[src/i3c_bus_pkg.sv]
/*
  Bus-level types and constants for the SDR target.
  Only 7-bit addressing; a header byte is {address, RnW}.
*/
package i3c_bus_pkg;

  // One SDR byte on the bus
  typedef logic [7:0] byte_t;

  // 7-bit target address
  typedef logic [6:0] addr_t;

  // Header view of a byte, address in the upper bits
  typedef struct packed {
    addr_t addr;
    logic  rnw;
  } hdr_fields_t;

  // The byte after a start is an address+RnW,
  // the byte after a broadcast is a command code
  typedef union packed {
    hdr_fields_t fields;
    byte_t       raw;
  } hdr_byte_u;

  // Broadcast address 7'h7E with RnW low
  localparam byte_t RsvdByte = 8'hFC;

  // SDA level the target drives to acknowledge
  localparam logic AckValue = 1'b0;

endpackage : i3c_bus_pkg

[src/i3c_fsm_pkg.sv]
/*
  State encoding of the target controller.
  The datapaths read the state only through FSM strobes.
*/
package i3c_fsm_pkg;

  typedef enum logic [3:0] {
    // Waiting for a start
    Idle,
    // First byte after S/Sr and its decision and ACK
    RxFByte,
    CheckFByte,
    TxAckFByte,
    // Byte after a broadcast, CCC code or Sr
    RxSByte,
    RxSByteRepeated,
    CheckSByte,
    TxAckSByte,
    // Private write loop
    RxPWriteData,
    RxPWriteTbit,
    // Private read loop
    TxPReadData,
    TxPReadTbit,
    // Not for us, wait for Sr or P
    Wait,
    // CCC handed to the external engine
    DoCCC,
    DoneCCC
  } state_e;

endpackage : i3c_fsm_pkg

[src/i3c_addr_match.sv]
/*
  Header register and address decode.
  Dynamic address wins over static; with neither valid nothing matches.
  The broadcast byte is flagged independently of the own address.
*/
`timescale 1ns/100ps

module i3c_addr_match (
  input  logic                  clk_i,
  input  logic                  rst_ni,
  input  logic                  hdr_load_i,
  input  i3c_bus_pkg::hdr_byte_u hdr_byte_i,
  input  logic                  clear_i,
  input  logic                  start_i,
  input  i3c_bus_pkg::addr_t    sta_addr_i,
  input  logic                  sta_addr_valid_i,
  input  i3c_bus_pkg::addr_t    dyn_addr_i,
  input  logic                  dyn_addr_valid_i,
  output logic                  addr_match_o,
  output logic                  rsvd_match_o,
  output logic                  rnw_o,
  output i3c_bus_pkg::byte_t    last_addr_o,
  output logic                  last_addr_valid_o
);
  import i3c_bus_pkg::*;

  hdr_byte_u hdr_q;

  // Header byte, dropped again once the FSM is back in Idle
  always_ff @(posedge clk_i or negedge rst_ni) begin
    if (!rst_ni) begin
      hdr_q <= '0;
    end else if (hdr_load_i) begin
      hdr_q <= hdr_byte_i;
    end else if (clear_i) begin
      hdr_q <= '0;
    end
  end

  // Address precedence
  always_comb begin
    if (dyn_addr_valid_i) begin
      addr_match_o = (hdr_q.fields.addr == dyn_addr_i);
    end else if (sta_addr_valid_i) begin
      addr_match_o = (hdr_q.fields.addr == sta_addr_i);
    end else begin
      addr_match_o = 1'b0;
    end
  end

  assign rsvd_match_o = (hdr_q.raw == RsvdByte);
  assign rnw_o        = hdr_q.fields.rnw;
  assign last_addr_o  = hdr_q.raw;

  // A start invalidates the report until the next header arrives
  always_ff @(posedge clk_i or negedge rst_ni) begin
    if (!rst_ni) begin
      last_addr_valid_o <= 1'b0;
    end else if (start_i) begin
      last_addr_valid_o <= 1'b0;
    end else if (hdr_load_i) begin
      last_addr_valid_o <= 1'b1;
    end
  end

endmodule : i3c_addr_match

[src/i3c_rx_path.sv]
/*
  Private write datapath with odd parity over byte and T-bit.
  A full RX FIFO never stalls the bus: a byte arriving while the
  previous one is still pending is dropped and flagged.
*/
`timescale 1ns/100ps

module i3c_rx_path (
  input  logic               clk_i,
  input  logic               rst_ni,
  input  logic               byte_done_i,
  input  logic               tbit_done_i,
  input  i3c_bus_pkg::byte_t rx_data_i,
  input  logic               rx_fifo_wready_i,
  output logic               parity_err_o,
  output logic               rx_overflow_err_o,
  output logic               rx_fifo_wvalid_o,
  output i3c_bus_pkg::byte_t rx_fifo_wdata_o
);
  import i3c_bus_pkg::*;

  byte_t data_q;
  byte_t wdata_q;
  logic  parity_exp;
  logic  push;
  logic  pending;
  logic  wvalid_q;
  logic  overflow_q;

  // Byte as received, waiting for its T-bit
  always_ff @(posedge clk_i) begin
    if (byte_done_i) begin
      data_q <= rx_data_i;
    end
  end

  // T-bit makes the count of ones odd
  assign parity_exp   = ^{data_q, 1'b1};
  assign parity_err_o = tbit_done_i & (rx_data_i[0] != parity_exp);

  // Good byte completed
  assign push    = tbit_done_i & ~parity_err_o;
  // Previous byte not taken in this cycle
  assign pending = wvalid_q & ~rx_fifo_wready_i;

  always_ff @(posedge clk_i or negedge rst_ni) begin
    if (!rst_ni) begin
      wvalid_q   <= 1'b0;
      overflow_q <= 1'b0;
    end else begin
      overflow_q <= push & pending;
      if (push && !pending) begin
        wvalid_q <= 1'b1;
      end else if (rx_fifo_wready_i) begin
        wvalid_q <= 1'b0;
      end
    end
  end

  // FIFO word, stable while valid is high
  always_ff @(posedge clk_i) begin
    if (push && !pending) begin
      wdata_q <= data_q;
    end
  end

  assign rx_fifo_wvalid_o  = wvalid_q;
  assign rx_fifo_wdata_o   = wdata_q;
  assign rx_overflow_err_o = overflow_q;

endmodule : i3c_rx_path

[src/i3c_target_fsm.sv]
/*
  SDR target controller; the only owner of the PHY requests.
  A stop forces Idle from any state. Reads after a broadcast and Sr
  are ACKed only with a TX descriptor available.
*/
`timescale 1ns/100ps

module i3c_target_fsm (
  input  logic                   clk_i,
  input  logic                   rst_ni,
  input  logic                   target_enable_i,
  input  logic                   bus_start_det_i,
  input  logic                   bus_rstart_det_i,
  input  logic                   bus_stop_det_i,
  input  logic                   bus_rx_done_i,
  input  i3c_bus_pkg::hdr_byte_u bus_rx_data_i,
  input  logic                   bus_tx_done_i,
  input  logic                   addr_match_i,
  input  logic                   rsvd_match_i,
  input  logic                   rnw_i,
  input  logic                   tx_desc_avail_i,
  input  logic                   tx_fifo_rvalid_i,
  input  logic                   tx_last_byte_i,
  input  logic                   tx_end_i,
  input  i3c_bus_pkg::byte_t     tx_byte_i,
  input  logic                   is_ccc_done_i,
  input  logic                   is_next_ccc_i,
  output logic                   bus_rx_req_byte_o,
  output logic                   bus_rx_req_bit_o,
  output logic                   bus_tx_req_byte_o,
  output logic                   bus_tx_req_bit_o,
  output i3c_bus_pkg::byte_t     bus_tx_req_value_o,
  output logic                   hdr_load_o,
  output logic                   rx_byte_done_o,
  output logic                   rx_tbit_done_o,
  output logic                   tx_load_o,
  output logic                   tx_tbit_done_o,
  output logic                   tx_fifo_rready_o,
  output logic                   ccc_valid_o,
  output i3c_bus_pkg::byte_t     ccc_o,
  output logic                   target_idle_o,
  output logic                   target_transmitting_o,
  output logic                   xfer_in_progress_o,
  output logic                   event_target_nack_o
);
  import i3c_bus_pkg::*;
  import i3c_fsm_pkg::*;

  state_e state_q;
  state_e state_d;
  logic   start_det;
  logic   tx_data_ready;
  byte_t  ccc_q;
  logic   xfer_q;

  // Sr is handled like S except right after a broadcast
  assign start_det = bus_start_det_i | bus_rstart_det_i;

  // FIFO shows a byte, or presents the final one
  assign tx_data_ready = tx_fifo_rvalid_i | tx_last_byte_i;

  always_comb begin
    state_d = state_q;
    case (state_q)
      Idle: begin
        if (target_enable_i && start_det) state_d = RxFByte;
      end
      RxFByte: begin
        if (bus_rx_done_i) state_d = CheckFByte;
      end
      CheckFByte: begin
        state_d = (rsvd_match_i || addr_match_i) ? TxAckFByte : Wait;
      end
      TxAckFByte: begin
        if (bus_tx_done_i) begin
          if (rsvd_match_i) state_d = RxSByte;
          else if (!rnw_i) state_d = RxPWriteData;
          else state_d = tx_data_ready ? TxPReadData : Wait;
        end
      end
      RxSByte: begin
        // Sr here means a direct address follows
        if (start_det) state_d = RxSByteRepeated;
        else if (bus_rx_done_i) state_d = DoCCC;
      end
      RxSByteRepeated: begin
        if (bus_rx_done_i) state_d = CheckSByte;
      end
      CheckSByte: begin
        if (addr_match_i && (tx_desc_avail_i || !rnw_i)) state_d = TxAckSByte;
        else state_d = Wait;
      end
      TxAckSByte: begin
        if (bus_tx_done_i) begin
          if (!rnw_i) state_d = RxPWriteData;
          else state_d = tx_data_ready ? TxPReadData : Wait;
        end
      end
      RxPWriteData: begin
        if (start_det) state_d = RxFByte;
        else if (bus_rx_done_i) state_d = RxPWriteTbit;
      end
      RxPWriteTbit: begin
        if (start_det) state_d = RxFByte;
        else if (bus_rx_done_i) state_d = RxPWriteData;
      end
      TxPReadData: begin
        if (start_det) state_d = RxFByte;
        else if (bus_tx_done_i) state_d = TxPReadTbit;
      end
      TxPReadTbit: begin
        // Last byte or an empty FIFO ends the read
        if (start_det) state_d = RxFByte;
        else if (bus_tx_done_i) state_d = (!tx_end_i && tx_data_ready) ? TxPReadData : Wait;
      end
      Wait: begin
        if (start_det) state_d = RxFByte;
      end
      DoCCC: begin
        if (is_ccc_done_i) state_d = DoneCCC;
        else if (is_next_ccc_i) state_d = RxSByte;
      end
      DoneCCC: begin
        state_d = Idle;
      end
      default: begin
        state_d = Idle;
      end
    endcase
    // Stop overrides everything
    if (bus_stop_det_i) state_d = Idle;
  end

  always_ff @(posedge clk_i or negedge rst_ni) begin
    if (!rst_ni) begin
      state_q <= Idle;
    end else begin
      state_q <= state_d;
    end
  end

  // PHY requests, receive side dropped by S/Sr
  always_comb begin
    bus_rx_req_byte_o  = 1'b0;
    bus_rx_req_bit_o   = 1'b0;
    bus_tx_req_byte_o  = 1'b0;
    bus_tx_req_bit_o   = 1'b0;
    bus_tx_req_value_o = '0;
    case (state_q)
      RxFByte, RxSByte, RxSByteRepeated, RxPWriteData: begin
        bus_rx_req_byte_o = ~start_det;
      end
      RxPWriteTbit: begin
        bus_rx_req_bit_o = ~start_det;
      end
      TxAckFByte, TxAckSByte: begin
        bus_tx_req_bit_o   = 1'b1;
        bus_tx_req_value_o = {7'h00, AckValue};
      end
      TxPReadData: begin
        bus_tx_req_byte_o  = 1'b1;
        bus_tx_req_value_o = tx_byte_i;
      end
      TxPReadTbit: begin
        // T-bit low marks the end of data
        bus_tx_req_bit_o   = 1'b1;
        bus_tx_req_value_o = {7'h00, ~tx_end_i};
      end
      default: begin
        bus_tx_req_value_o = '0;
      end
    endcase
  end

  // Strobes for the matcher and datapaths
  assign hdr_load_o     = bus_rx_done_i & (state_q inside {RxFByte, RxSByteRepeated});
  assign rx_byte_done_o = bus_rx_done_i & (state_q == RxPWriteData);
  assign rx_tbit_done_o = bus_rx_done_i & (state_q == RxPWriteTbit);
  assign tx_tbit_done_o = bus_tx_done_i & (state_q == TxPReadTbit);

  // Pop on entry, the byte is captured on the same edge
  assign tx_fifo_rready_o = (state_d == TxPReadData) & (state_q != TxPReadData);
  assign tx_load_o        = tx_fifo_rready_o;

  // Command code is the byte following the broadcast
  always_ff @(posedge clk_i or negedge rst_ni) begin
    if (!rst_ni) begin
      ccc_q <= '0;
    end else if (bus_rx_done_i && state_q == RxSByte && !start_det) begin
      ccc_q <= bus_rx_data_i.raw;
    end
  end

  assign ccc_o       = ccc_q;
  assign ccc_valid_o = (state_q == DoCCC);

  // Set once a header addresses this target
  always_ff @(posedge clk_i or negedge rst_ni) begin
    if (!rst_ni) begin
      xfer_q <= 1'b0;
    end else if (state_q == Idle) begin
      xfer_q <= 1'b0;
    end else if (state_q inside {CheckFByte, CheckSByte}) begin
      xfer_q <= addr_match_i;
    end
  end

  assign xfer_in_progress_o    = xfer_q;
  assign target_idle_o         = (state_q == Idle);
  assign target_transmitting_o = state_q inside {TxAckFByte, TxAckSByte, TxPReadData, TxPReadTbit};
  assign event_target_nack_o   = (state_d == Wait) & (state_q != Wait);

endmodule : i3c_target_fsm

[src/i3c_target_top.sv]
/*
  SDR target top: FSM, address matcher and the two datapaths.
  Expects a bit/byte PHY with one-cycle done pulses.
*/
`timescale 1ns/100ps

module i3c_target_top (
  input  logic               clk_i,
  input  logic               rst_ni,
  input  logic               target_enable_i,
  // Bus events and PHY
  input  logic               bus_start_det_i,
  input  logic               bus_rstart_det_i,
  input  logic               bus_stop_det_i,
  input  logic               bus_rx_done_i,
  input  i3c_bus_pkg::byte_t bus_rx_data_i,
  input  logic               bus_tx_done_i,
  output logic               bus_rx_req_byte_o,
  output logic               bus_rx_req_bit_o,
  output logic               bus_tx_req_byte_o,
  output logic               bus_tx_req_bit_o,
  output i3c_bus_pkg::byte_t bus_tx_req_value_o,
  // Own addresses
  input  i3c_bus_pkg::addr_t sta_addr_i,
  input  logic               sta_addr_valid_i,
  input  i3c_bus_pkg::addr_t dyn_addr_i,
  input  logic               dyn_addr_valid_i,
  output i3c_bus_pkg::byte_t last_addr_o,
  output logic               last_addr_valid_o,
  // RX FIFO
  output logic               rx_fifo_wvalid_o,
  output i3c_bus_pkg::byte_t rx_fifo_wdata_o,
  input  logic               rx_fifo_wready_i,
  output logic               parity_err_o,
  output logic               rx_overflow_err_o,
  // TX FIFO
  input  logic               tx_desc_avail_i,
  input  logic               tx_fifo_rvalid_i,
  input  i3c_bus_pkg::byte_t tx_fifo_rdata_i,
  input  logic               tx_last_byte_i,
  output logic               tx_fifo_rready_o,
  // CCC engine
  output i3c_bus_pkg::byte_t ccc_o,
  output logic               ccc_valid_o,
  input  logic               is_ccc_done_i,
  input  logic               is_next_ccc_i,
  // Status
  output logic               target_idle_o,
  output logic               target_transmitting_o,
  output logic               xfer_in_progress_o,
  output logic               event_target_nack_o
);
  import i3c_bus_pkg::*;

  hdr_byte_u rx_byte;
  logic      hdr_load;
  logic      addr_match;
  logic      rsvd_match;
  logic      rnw;
  logic      rx_byte_done;
  logic      rx_tbit_done;
  logic      tx_load;
  logic      tx_tbit_done;
  logic      tx_end;
  byte_t     tx_byte;

  assign rx_byte.raw = bus_rx_data_i;

  i3c_addr_match i3c_addr_match_i (
    .clk_i             (clk_i),
    .rst_ni            (rst_ni),
    .hdr_load_i        (hdr_load),
    .hdr_byte_i        (rx_byte),
    .clear_i           (target_idle_o),
    .start_i           (bus_start_det_i | bus_rstart_det_i),
    .sta_addr_i        (sta_addr_i),
    .sta_addr_valid_i  (sta_addr_valid_i),
    .dyn_addr_i        (dyn_addr_i),
    .dyn_addr_valid_i  (dyn_addr_valid_i),
    .addr_match_o      (addr_match),
    .rsvd_match_o      (rsvd_match),
    .rnw_o             (rnw),
    .last_addr_o       (last_addr_o),
    .last_addr_valid_o (last_addr_valid_o)
  );

  i3c_rx_path i3c_rx_path_i (
    .clk_i             (clk_i),
    .rst_ni            (rst_ni),
    .byte_done_i       (rx_byte_done),
    .tbit_done_i       (rx_tbit_done),
    .rx_data_i         (bus_rx_data_i),
    .rx_fifo_wready_i  (rx_fifo_wready_i),
    .parity_err_o      (parity_err_o),
    .rx_overflow_err_o (rx_overflow_err_o),
    .rx_fifo_wvalid_o  (rx_fifo_wvalid_o),
    .rx_fifo_wdata_o   (rx_fifo_wdata_o)
  );

  i3c_tx_path i3c_tx_path_i (
    .clk_i           (clk_i),
    .rst_ni          (rst_ni),
    .load_i          (tx_load),
    .tbit_done_i     (tx_tbit_done),
    .tx_fifo_rdata_i (tx_fifo_rdata_i),
    .tx_last_byte_i  (tx_last_byte_i),
    .tx_byte_o       (tx_byte),
    .tx_end_o        (tx_end)
  );

  i3c_target_fsm i3c_target_fsm_i (
    .clk_i                 (clk_i),
    .rst_ni                (rst_ni),
    .target_enable_i       (target_enable_i),
    .bus_start_det_i       (bus_start_det_i),
    .bus_rstart_det_i      (bus_rstart_det_i),
    .bus_stop_det_i        (bus_stop_det_i),
    .bus_rx_done_i         (bus_rx_done_i),
    .bus_rx_data_i         (rx_byte),
    .bus_tx_done_i         (bus_tx_done_i),
    .addr_match_i          (addr_match),
    .rsvd_match_i          (rsvd_match),
    .rnw_i                 (rnw),
    .tx_desc_avail_i       (tx_desc_avail_i),
    .tx_fifo_rvalid_i      (tx_fifo_rvalid_i),
    .tx_last_byte_i        (tx_last_byte_i),
    .tx_end_i              (tx_end),
    .tx_byte_i             (tx_byte),
    .is_ccc_done_i         (is_ccc_done_i),
    .is_next_ccc_i         (is_next_ccc_i),
    .bus_rx_req_byte_o     (bus_rx_req_byte_o),
    .bus_rx_req_bit_o      (bus_rx_req_bit_o),
    .bus_tx_req_byte_o     (bus_tx_req_byte_o),
    .bus_tx_req_bit_o      (bus_tx_req_bit_o),
    .bus_tx_req_value_o    (bus_tx_req_value_o),
    .hdr_load_o            (hdr_load),
    .rx_byte_done_o        (rx_byte_done),
    .rx_tbit_done_o        (rx_tbit_done),
    .tx_load_o             (tx_load),
    .tx_tbit_done_o        (tx_tbit_done),
    .tx_fifo_rready_o      (tx_fifo_rready_o),
    .ccc_valid_o           (ccc_valid_o),
    .ccc_o                 (ccc_o),
    .target_idle_o         (target_idle_o),
    .target_transmitting_o (target_transmitting_o),
    .xfer_in_progress_o    (xfer_in_progress_o),
    .event_target_nack_o   (event_target_nack_o)
  );

endmodule : i3c_target_top

[src/i3c_tx_path.sv]
/*
  Private read datapath fed by a show-ahead TX FIFO.
  The byte and its last marker are taken on the pop edge.
*/
`timescale 1ns/100ps

module i3c_tx_path (
  input  logic               clk_i,
  input  logic               rst_ni,
  input  logic               load_i,
  input  logic               tbit_done_i,
  input  i3c_bus_pkg::byte_t tx_fifo_rdata_i,
  input  logic               tx_last_byte_i,
  output i3c_bus_pkg::byte_t tx_byte_o,
  output logic               tx_end_o
);
  import i3c_bus_pkg::*;

  byte_t byte_q;
  logic  end_q;

  // Byte held on the bus for the whole data phase
  always_ff @(posedge clk_i) begin
    if (load_i) begin
      byte_q <= tx_fifo_rdata_i;
    end
  end

  // End marker of the byte in flight, dropped after its T-bit
  always_ff @(posedge clk_i or negedge rst_ni) begin
    if (!rst_ni) begin
      end_q <= 1'b0;
    end else if (load_i) begin
      end_q <= tx_last_byte_i;
    end else if (tbit_done_i) begin
      end_q <= 1'b0;
    end
  end

  assign tx_byte_o = byte_q;
  assign tx_end_o  = end_q;

endmodule : i3c_tx_path

[config.mk]
export PLATFORM = sky130hd
export DESIGN_NAME = i3c_target_top
export DESIGN_NICKNAME = d
export VERILOG_FILES = /design/src/i3c_bus_pkg.sv /design/src/i3c_fsm_pkg.sv /design/src/i3c_addr_match.sv /design/src/i3c_rx_path.sv /design/src/i3c_target_fsm.sv /design/src/i3c_target_top.sv /design/src/i3c_tx_path.sv
export SDC_FILE = /design/constraint.sdc
export NUM_CORES = 1
export LEC_CHECK = 0
export ABC_AREA = 1
export BUFFER_PORTS_ARGS = -buffer_cell sky130_fd_sc_hd__buf_2
export CORE_MARGIN = 2
export CORE_UTILIZATION = 45
export DETAILED_ROUTE_END_ITERATION = 10
export PLACE_DENSITY = 0.85
export SLEW_MARGIN = 0
export SYNTH_ARGS = -nofsm -noshare
export SYNTH_HDL_FRONTEND = slang
export SYNTH_SLANG_ARGS = --single-unit
[constraint.sdc]
create_clock -name clk_i -period 2.2 [get_ports clk_i]
set_input_delay 0.55 -clock clk_i [delete_from_list [all_inputs] [get_ports clk_i]]
set_output_delay 0.55 -clock clk_i [all_outputs]
set_load 0.1 [all_outputs]
==> impl_metrics.toml, run 1 <==
[timing]
finalSetupViolCount = 22
max_freq_mhz = 340
finalWorstSetupSlack_ps = -739
skew_ps = 7.39
rsz0062_at_grt = "true"
worst_pin_slew_ps = 609
maxSlewHeadroom_pct = 59.4
fin_crit_sh_pct = 134
period_needed_ps = 2940
slew_violations = 0
hold_ws_ps = 246
hold_violations = 0

[global_routing]
grt_overflow = 0
antenna_found_initial = 0
grt_pass1_wl_um = 12700
grt_max_degree = 26
grt_pass1_vias = 2876
track_usage_pct = 25.4

[clock_tree]
htree_levels = 2
cts_tree = "yes"
cts_buffer_depth = 2
root_buffer = "clkbuf_8"
clkLatencyLatePin_ps = 310
cts_made_buffers = 5
path_clk_slew_ps = 90
cts_sinks = 49

[drt]
drtIter0Drc = 350
drc_errors = 0
drt-vias-per-instance = 5.18
wl_um = 9360
wl_per_cell_um = 15.3
wl_met3_um = 764
wl_met1_um = 3400
routed.top_layer = "met4"
vias = 3170
ant_nets = 0
route.met2.wl_um = 4780
dr.pass1.iters = 8

[synthesis]
postSynthCellCount = 359
yosysSeqAreaShare_pct = 50.1
ys_seq_elements = 49
synth_compound_area_share_pct = 7.82
synth_cell_type_count = 26
synth_mux_area_share_pct = 0
synthSimpleGateAreaFrac_pct = 28.2
syn_avg_cell_area_um2 = 7.49
synth_adder_area_share_pct = 0
synth_nets = 405
synth_top_family_by_area = "simple AND/OR/NAND/NOR gates"
netlist_area_um2 = 2690
ys_warn_count = 0
synthXorXnorAreaFrac_pct = 2.93

[die]
die_w_um = 81.3
coreArea_um2 = 5850
initial_core_util_pct = 45.9
boundaryPins = 92
die_h_um = 81.3
fp-row-count = 28
die-area_um2 = 6610

[worst_setup_path]
slowest_stage = "dfrtp_2"
endpoint_kind = "output port"
path_class = "reg2out"
crit_buf_inv = 4
path_cells = "inv_2 -> buf_4 -> nor2_1 -> nor2_1 -> nor2_1 -> nor2_1 -> nand2_1 -> nor2_2 -> nand2_2 -> a21oi_2 -> nand3_2 -> clkinvlp_4 -> buf_12"
cpPeakStageDelay_ps = 460
required_ps = 1650
critPathMaxFanout = 4
crit_top_cell = "nor2_1"
worst-endpoint-arrival_ps = 2390
crit_family = "simple AND/OR/NAND/NOR gates"
startpoint_type = "register"

[worst_hold_path]
hold_class = "in2async"

[power_and_ir_drop]
powerDensity_nw_per_um2 = 543
p_leak_nw = 2.39
vdd_ir_drop_max_uv = 500

[job]
drv_cap = 0

[final_layout]
fin_nets = 582
drive_gt1_share_pct = 52.1
postLayoutCoreUtil_pct = 78.4
area_growth_pct = 70.6
antenna_cells = 0

[place]
numPortBuffers = 91
place_congestion = 0.960
hpwl_um = 5870
place_ws_ps = -456

[status]
status = "complete, but fails checks"
violations = "setup timing"
[stage by stage]
stage               cells  power (mW)  setup TNS [ps]  instance area, um^2
floorplan             359        1.56           -8860                 2820
global placement      577        1.81           -1870                 4020
detailed placement    577        1.82           -2610                 4020
CTS                   599        2.43           -2200                 4340
global route          612        2.58           -7710                 4590
finish                612        2.49           -6430                 4590
[Yosys cell counts]
library cell | n | area, um^2
nor2_2 | 3 | 18.8
nand2_2 | 3 | 18.8
o21bai_1 | 1 | 7.51
a21boi_0 | 1 | 7.51
nand4_1 | 3 | 18.8
nor3_1 | 2 | 10.0
nor2_1 | 55 | 206
buf_4 | 1 | 7.51
inv_1 | 69 | 259
nor2_4 | 1 | 11.3
edfxtp_1 | 24 | 721
dfrtp_1 | 25 | 626
a21oi_1 | 6 | 30.0
o22ai_1 | 9 | 56.3
or2_2 | 2 | 12.5
xor2_1 | 3 | 26.3
o31ai_1 | 1 | 7.51
o311ai_0 | 1 | 8.76
nand3_1 | 14 | 70.1
nand2_1 | 104 | 390
xnor2_1 | 6 | 52.6
o21ai_0 | 17 | 85.1
a211oi_1 | 1 | 7.51
clkbuf_1 | 1 | 3.75
buf_2 | 2 | 10.0
inv_2 | 4 | 15.0
[layout make-up]
type | instances | area (um^2)
clock buffer | 6 | 82.6
clock inverter | 2 | 16.3
fill | 347 | 1260
inverter | 73 | 293
multi-input combinational | 233 | 1370
sequential | 49 | 1360
tap | 75 | 93.8
timing repair buffer | 174 | 1380
[layout by cell type (no fill, tap or decap), types with 13 or more instances in the layout]
cell	n
edfxtp_1	24
buf_6	13
nor2_4	15
inv_2	14
nor2_1	28
buf_4	69
nor2_2	16
buf_2	75
inv_1	55
buf_12	16
dfrtp_1	14
nand2_1	88
nand2_2	15
[worst reg2reg max path: stages (launching register included)]
cell and delay, ps:
dfrtp_2 450, buf_6 130, nand2_1 70, nand3_2 80
nor2_2 120, nand2_2 90, nand4_1 200, buf_4 150
nand2_2 50, nor2_2 150, nor2_1 90, nand3_2 120
clkinvlp_4 140, buf_6 140, buf_6 100, buf_6 100
buf_6 110, buf_6 100, buf_8 130
[path summary, 6_finish.rpt]
| check | start | slack, ps | end | depth (start not counted) |
|---|---|---|---|---|
| hold / removal | rst_ni | 250 | i3c_target_fsm_i.ccc_o[6] | 1 |
| min in group clk_i | tx_fifo_rdata_i[0] | 410 | i3c_tx_path_i.tx_byte_o[0] | 1 |
| max in group asynchronous | rst_ni | 1520 | i3c_addr_match_i.last_addr_o[1] | 1 |
| setup / recovery | i3c_target_fsm_i.state_q[2] | -740 | tx_fifo_rready_o | 13 |
| setup reg to reg | i3c_addr_match_i.last_addr_o[6] | -550 | i3c_tx_path_i.tx_byte_o[3] | 18 |
| hold reg to reg | i3c_rx_path_i.data_q[7] | 480 | i3c_rx_path_i.rx_fifo_wdata_o[7] | 0 |
[report_power, final]
part           internal (mW)  switching [mW]  leakage [nW]
sequential              1.01          0.0448         0.542
clock                  0.259           0.309        0.0478
combinational          0.268           0.600          1.80
total                   1.53           0.954          2.39
[what timing repair did]
item | in CTS | in global routing
pin swaps | 25 | 28
gates resized for setup | 41 | 52
buffers inserted | 14 | 16
endpoints found under the hold margin | 0 | 0
endpoints found under the setup margin | 23 | 22
hold buffers | 0 | 0
[registers in the layout, indices dropped and copies added (netlist names)]
register,cells
i3c_tx_path_i.tx_end_o,1
i3c_rx_path_i.rx_fifo_wdata_o,8
i3c_tx_path_i.tx_byte_o,8
i3c_target_fsm_i.state_q,4
i3c_rx_path_i.data_q,8
i3c_rx_path_i.rx_overflow_err_o,1
i3c_rx_path_i.rx_fifo_wvalid_o,1
i3c_addr_match_i.last_addr_o,8
i3c_target_fsm_i.ccc_o,8
i3c_addr_match_i.last_addr_valid_o,1
i3c_target_fsm_i.xfer_in_progress_o,1
[cell families (layout without fill, tap and decap cells)]
| family | after synthesis | in the layout |
|---|---|---|
| and+or+nand+nor | 187 | 187 |
| DFF | 49 | 49 |
| xor gates and xnor gates | 9 | 9 |
| buffers and inverters | 77 | 255 |
| AOI/OAI and AO/OA | 37 | 37 |
[layer usage]
metal / vias up / global-route usage [%]
met2: 198 / 44.3
met5: - / 0
met1: 1459 / 29.4
met3: 54 / 5.44
met4: 0 / 12.0
li1: 1459 / -
Note: power is estimated with default switching activity, not from simulation.
==> run 2, diff against run 1 <==
--- a/config.mk
+++ b/config.mk
@@ -5,12 +5,11 @@
 export SDC_FILE = /design/constraint.sdc
 export NUM_CORES = 1
 export LEC_CHECK = 0
-export ABC_AREA = 1
 export BUFFER_PORTS_ARGS = -buffer_cell sky130_fd_sc_hd__buf_2
 export CORE_MARGIN = 2
-export CORE_UTILIZATION = 45
+export CORE_UTILIZATION = 41
 export DETAILED_ROUTE_END_ITERATION = 10
-export PLACE_DENSITY = 0.85
+export PLACE_DENSITY = 0.8
 export SLEW_MARGIN = 0
 export SYNTH_ARGS = -nofsm -noshare
 export SYNTH_HDL_FRONTEND = slang
==> impl_metrics.toml, run 2 <==
[worst_setup_path]
startpoint_type = "register"
reg2reg_depth = 9
critPathMaxFanout = 2
required_ps = 1650
worst-endpoint-arrival_ps = 2680
endpoint_kind = "output port"
path_class = "reg2out"

[place]
hpwl_um = 5490
place_congestion = 0.985
place_ws_ps = -632
post_dp_cell_area_um2 = 3860
numPortBuffers = 91

[worst_hold_path]
hold_class = "in2async"

[power_and_ir_drop]
switching_share_pct = 37.4
clkPwrFrac_pct = 23.7
p_int_mw = 1.78
vdd_ir_drop_max_uv = 532
power_switching_mw = 1.07
powerDensity_nw_per_um2 = 665
pwr-share-comb_pct = 39.1
p_leak_nw = 1.90
p_seq_share_pct = 37.2

[final_layout]
fin_area_um2 = 4290
fin_nets = 434
drive_gt1_share_pct = 61.2
final_common_cell = "buf_2"
most-common-layout-cells = "buf_2 (73), buf_4 (64), edfxtp_1 (24)"
area_growth_pct = 69.6
antenna_cells = 0

[timing]
worst_pin_slew_ps = 600
period_needed_ps = 3230
setup_tns_ps = -9110
hold_violations = 0
finalSetupViolCount = 22
maxSlewHeadroom_pct = 60.0
rsz0062_at_grt = "true"
skew_ps = 8.31
slew_violations = 0
finalWorstSetupSlack_ps = -1030
fin_crit_sh_pct = 147
hold_ws_ps = 240
max_freq_mhz = 309

[drt]
vias = 2536
route.met2.wl_um = 4360
drc_errors = 0
wl_per_cell_um = 18.2
drtIter0Drc = 232
wl_um = 8460
wl_met1_um = 3260
routed.top_layer = "met4"
ant_nets = 0
drt-vias-per-instance = 5.47
dr.pass1.iters = 7
wl_met3_um = 571

[status]
violations = "setup timing"
status = "complete, but fails checks"

[synthesis]
synth_area_leaders = "edfxtp_1 (29%), dfrtp_1 (25%), xnor2_1 (7.6%), mux2_2 (4.0%), nor2_1 (2.8%)"
ys_seq_elements = 49
netlist_area_um2 = 2530
synth_top_area_share_pct = 28.5
async_flop_share_pct = 51.0
synth_top_area_cell = "edfxtp_1"
postSynthCellCount = 224
synth_edf_count = 24
yosys-top-cells-count = "dfrtp_1 (25), edfxtp_1 (24), xnor2_1 (22)"
yosysSeqAreaShare_pct = 53.3
ys_warn_count = 0
ys.flop_type = "dfrtp_1"
synth_cell_type_count = 50
synthMostInstantiatedCell = "dfrtp_1"
syn_avg_cell_area_um2 = 11.3
synth_nets = 270

[job]
drv_cap = 0

[die]
coreArea_um2 = 5960
die_w_um = 82.5
die-area_um2 = 6810
die_h_um = 82.5
fp-row-count = 28
boundaryPins = 92
initial_core_util_pct = 42.4

[global_routing]
track_usage_pct = 24.2
grt_overflow = 0
grt_pass1_vias = 2460
antenna_found_initial = 0
grt_pass1_wl_um = 12100
grt_max_degree = 26

[clock_tree]
htree_levels = 2
cts_tree = "yes"
path_clk_slew_ps = 90
cts_made_buffers = 5
cts_hold_buf = 0
clkLatencyLatePin_ps = 310
cts_buffer_depth = 2
root_buffer = "clkbuf_8"
cts_sinks = 49
==> run 2: cell types whose count changed after synthesis, moves of 7 or more <==
cell     before  now
a22o_1        0    8
and2_1        0    7
inv_1        69    5
mux2_2        0    9
nand2_1     104   10
nand3_1      14    4
nor2_1       55   19
nor2b_1       0    9
o21ai_0      17    4
o22ai_1       9    2
xnor2_1       6   22
==> run 2: final cells by class <==
| class | count | area, um^2 |
|---|---|---|
| tap | 75 | 93.8 |
| multi-input combinational | 158 | 1290 |
| timing repair buffer | 168 | 1390 |
| inverter | 6 | 22.5 |
| fill | 405 | 1670 |
| sequential | 49 | 1380 |
| clock inverter | 3 | 48.8 |
| clock buffer | 5 | 68.8 |
==> run 2: power groups by stage <==
stage | sequential, mW | combinational [mW] | clock, mW
floorplan | 1.38 | 0.361 | 0
global route | 1.07 | 1.16 | 0.706
detailed placement | 1.07 | 0.986 | 0
global placement | 1.07 | 0.975 | 0
finish | 1.06 | 1.11 | 0.675
CTS | 1.05 | 1.02 | 0.680
==> run 2: path summary, 6_finish.rpt <==
| kind | from | end | slack (ps) |
|---|---|---|---|
| min in group clk_i | tx_fifo_rdata_i[0] | i3c_tx_path_i.tx_byte_o[0] | 410 |
| max | i3c_addr_match_i.last_addr_o[1] | tx_fifo_rready_o | -1030 |
| max in group asynchronous | rst_ni | i3c_addr_match_i.last_addr_o[2] | 1510 |
| max reg2reg | i3c_addr_match_i.last_addr_o[1] | i3c_tx_path_i.tx_byte_o[5] | -590 |
| min reg2reg | i3c_rx_path_i.data_q[4] | i3c_rx_path_i.rx_fifo_wdata_o[4] | 480 |
| min | rst_ni | i3c_target_fsm_i.ccc_o[4] | 240 |
==> run 2: logic make-up (layout without fill, tap and decap cells) <==
group	Yosys count	after routing	share of synthesized area, %
and+or+nand+nor	81	81	18.1
DFF	49	49	53.3
AOI/OAI and AO/OA	42	42	12.7
xor gates and xnor gates	24	24	8.32
buffers and inverters	17	182	2.87
muxes	11	11	4.80
==> run 2: metal layers <==
layer	up-vias	GRT usage, %
met1	1212	30.2
met3	23	3.80
li1	1143	-
met2	158	42.0
met5	-	0
met4	0	9.84
==> run 2: critical path: stages, from the launching register on <==
cell and delay (ps):
dfrtp_4 480, or4_4 510, or4_4 460, a21oi_2 220, o21ba_4 200, nor4_4 150
buf_4 190, buf_12 170
==> run 2: what timing repair did <==
item,in CTS,in global routing
resized for setup,30,17
endpoints found under the setup margin,23,25
setup buffers,5,10
gates cloned,1,1
pin swaps,6,6
==> run 2: per-stage QoR <==
stage	std cells	total power, mW	util [%]
2_1_floorplan	224	1.74	-
4_1_cts	454	2.76	69.5
5_1_grt	464	2.93	72.0
3_3_place_gp	440	2.05	64.9
6_report	464	2.85	72.0
3_5_place_dp	440	2.06	64.9
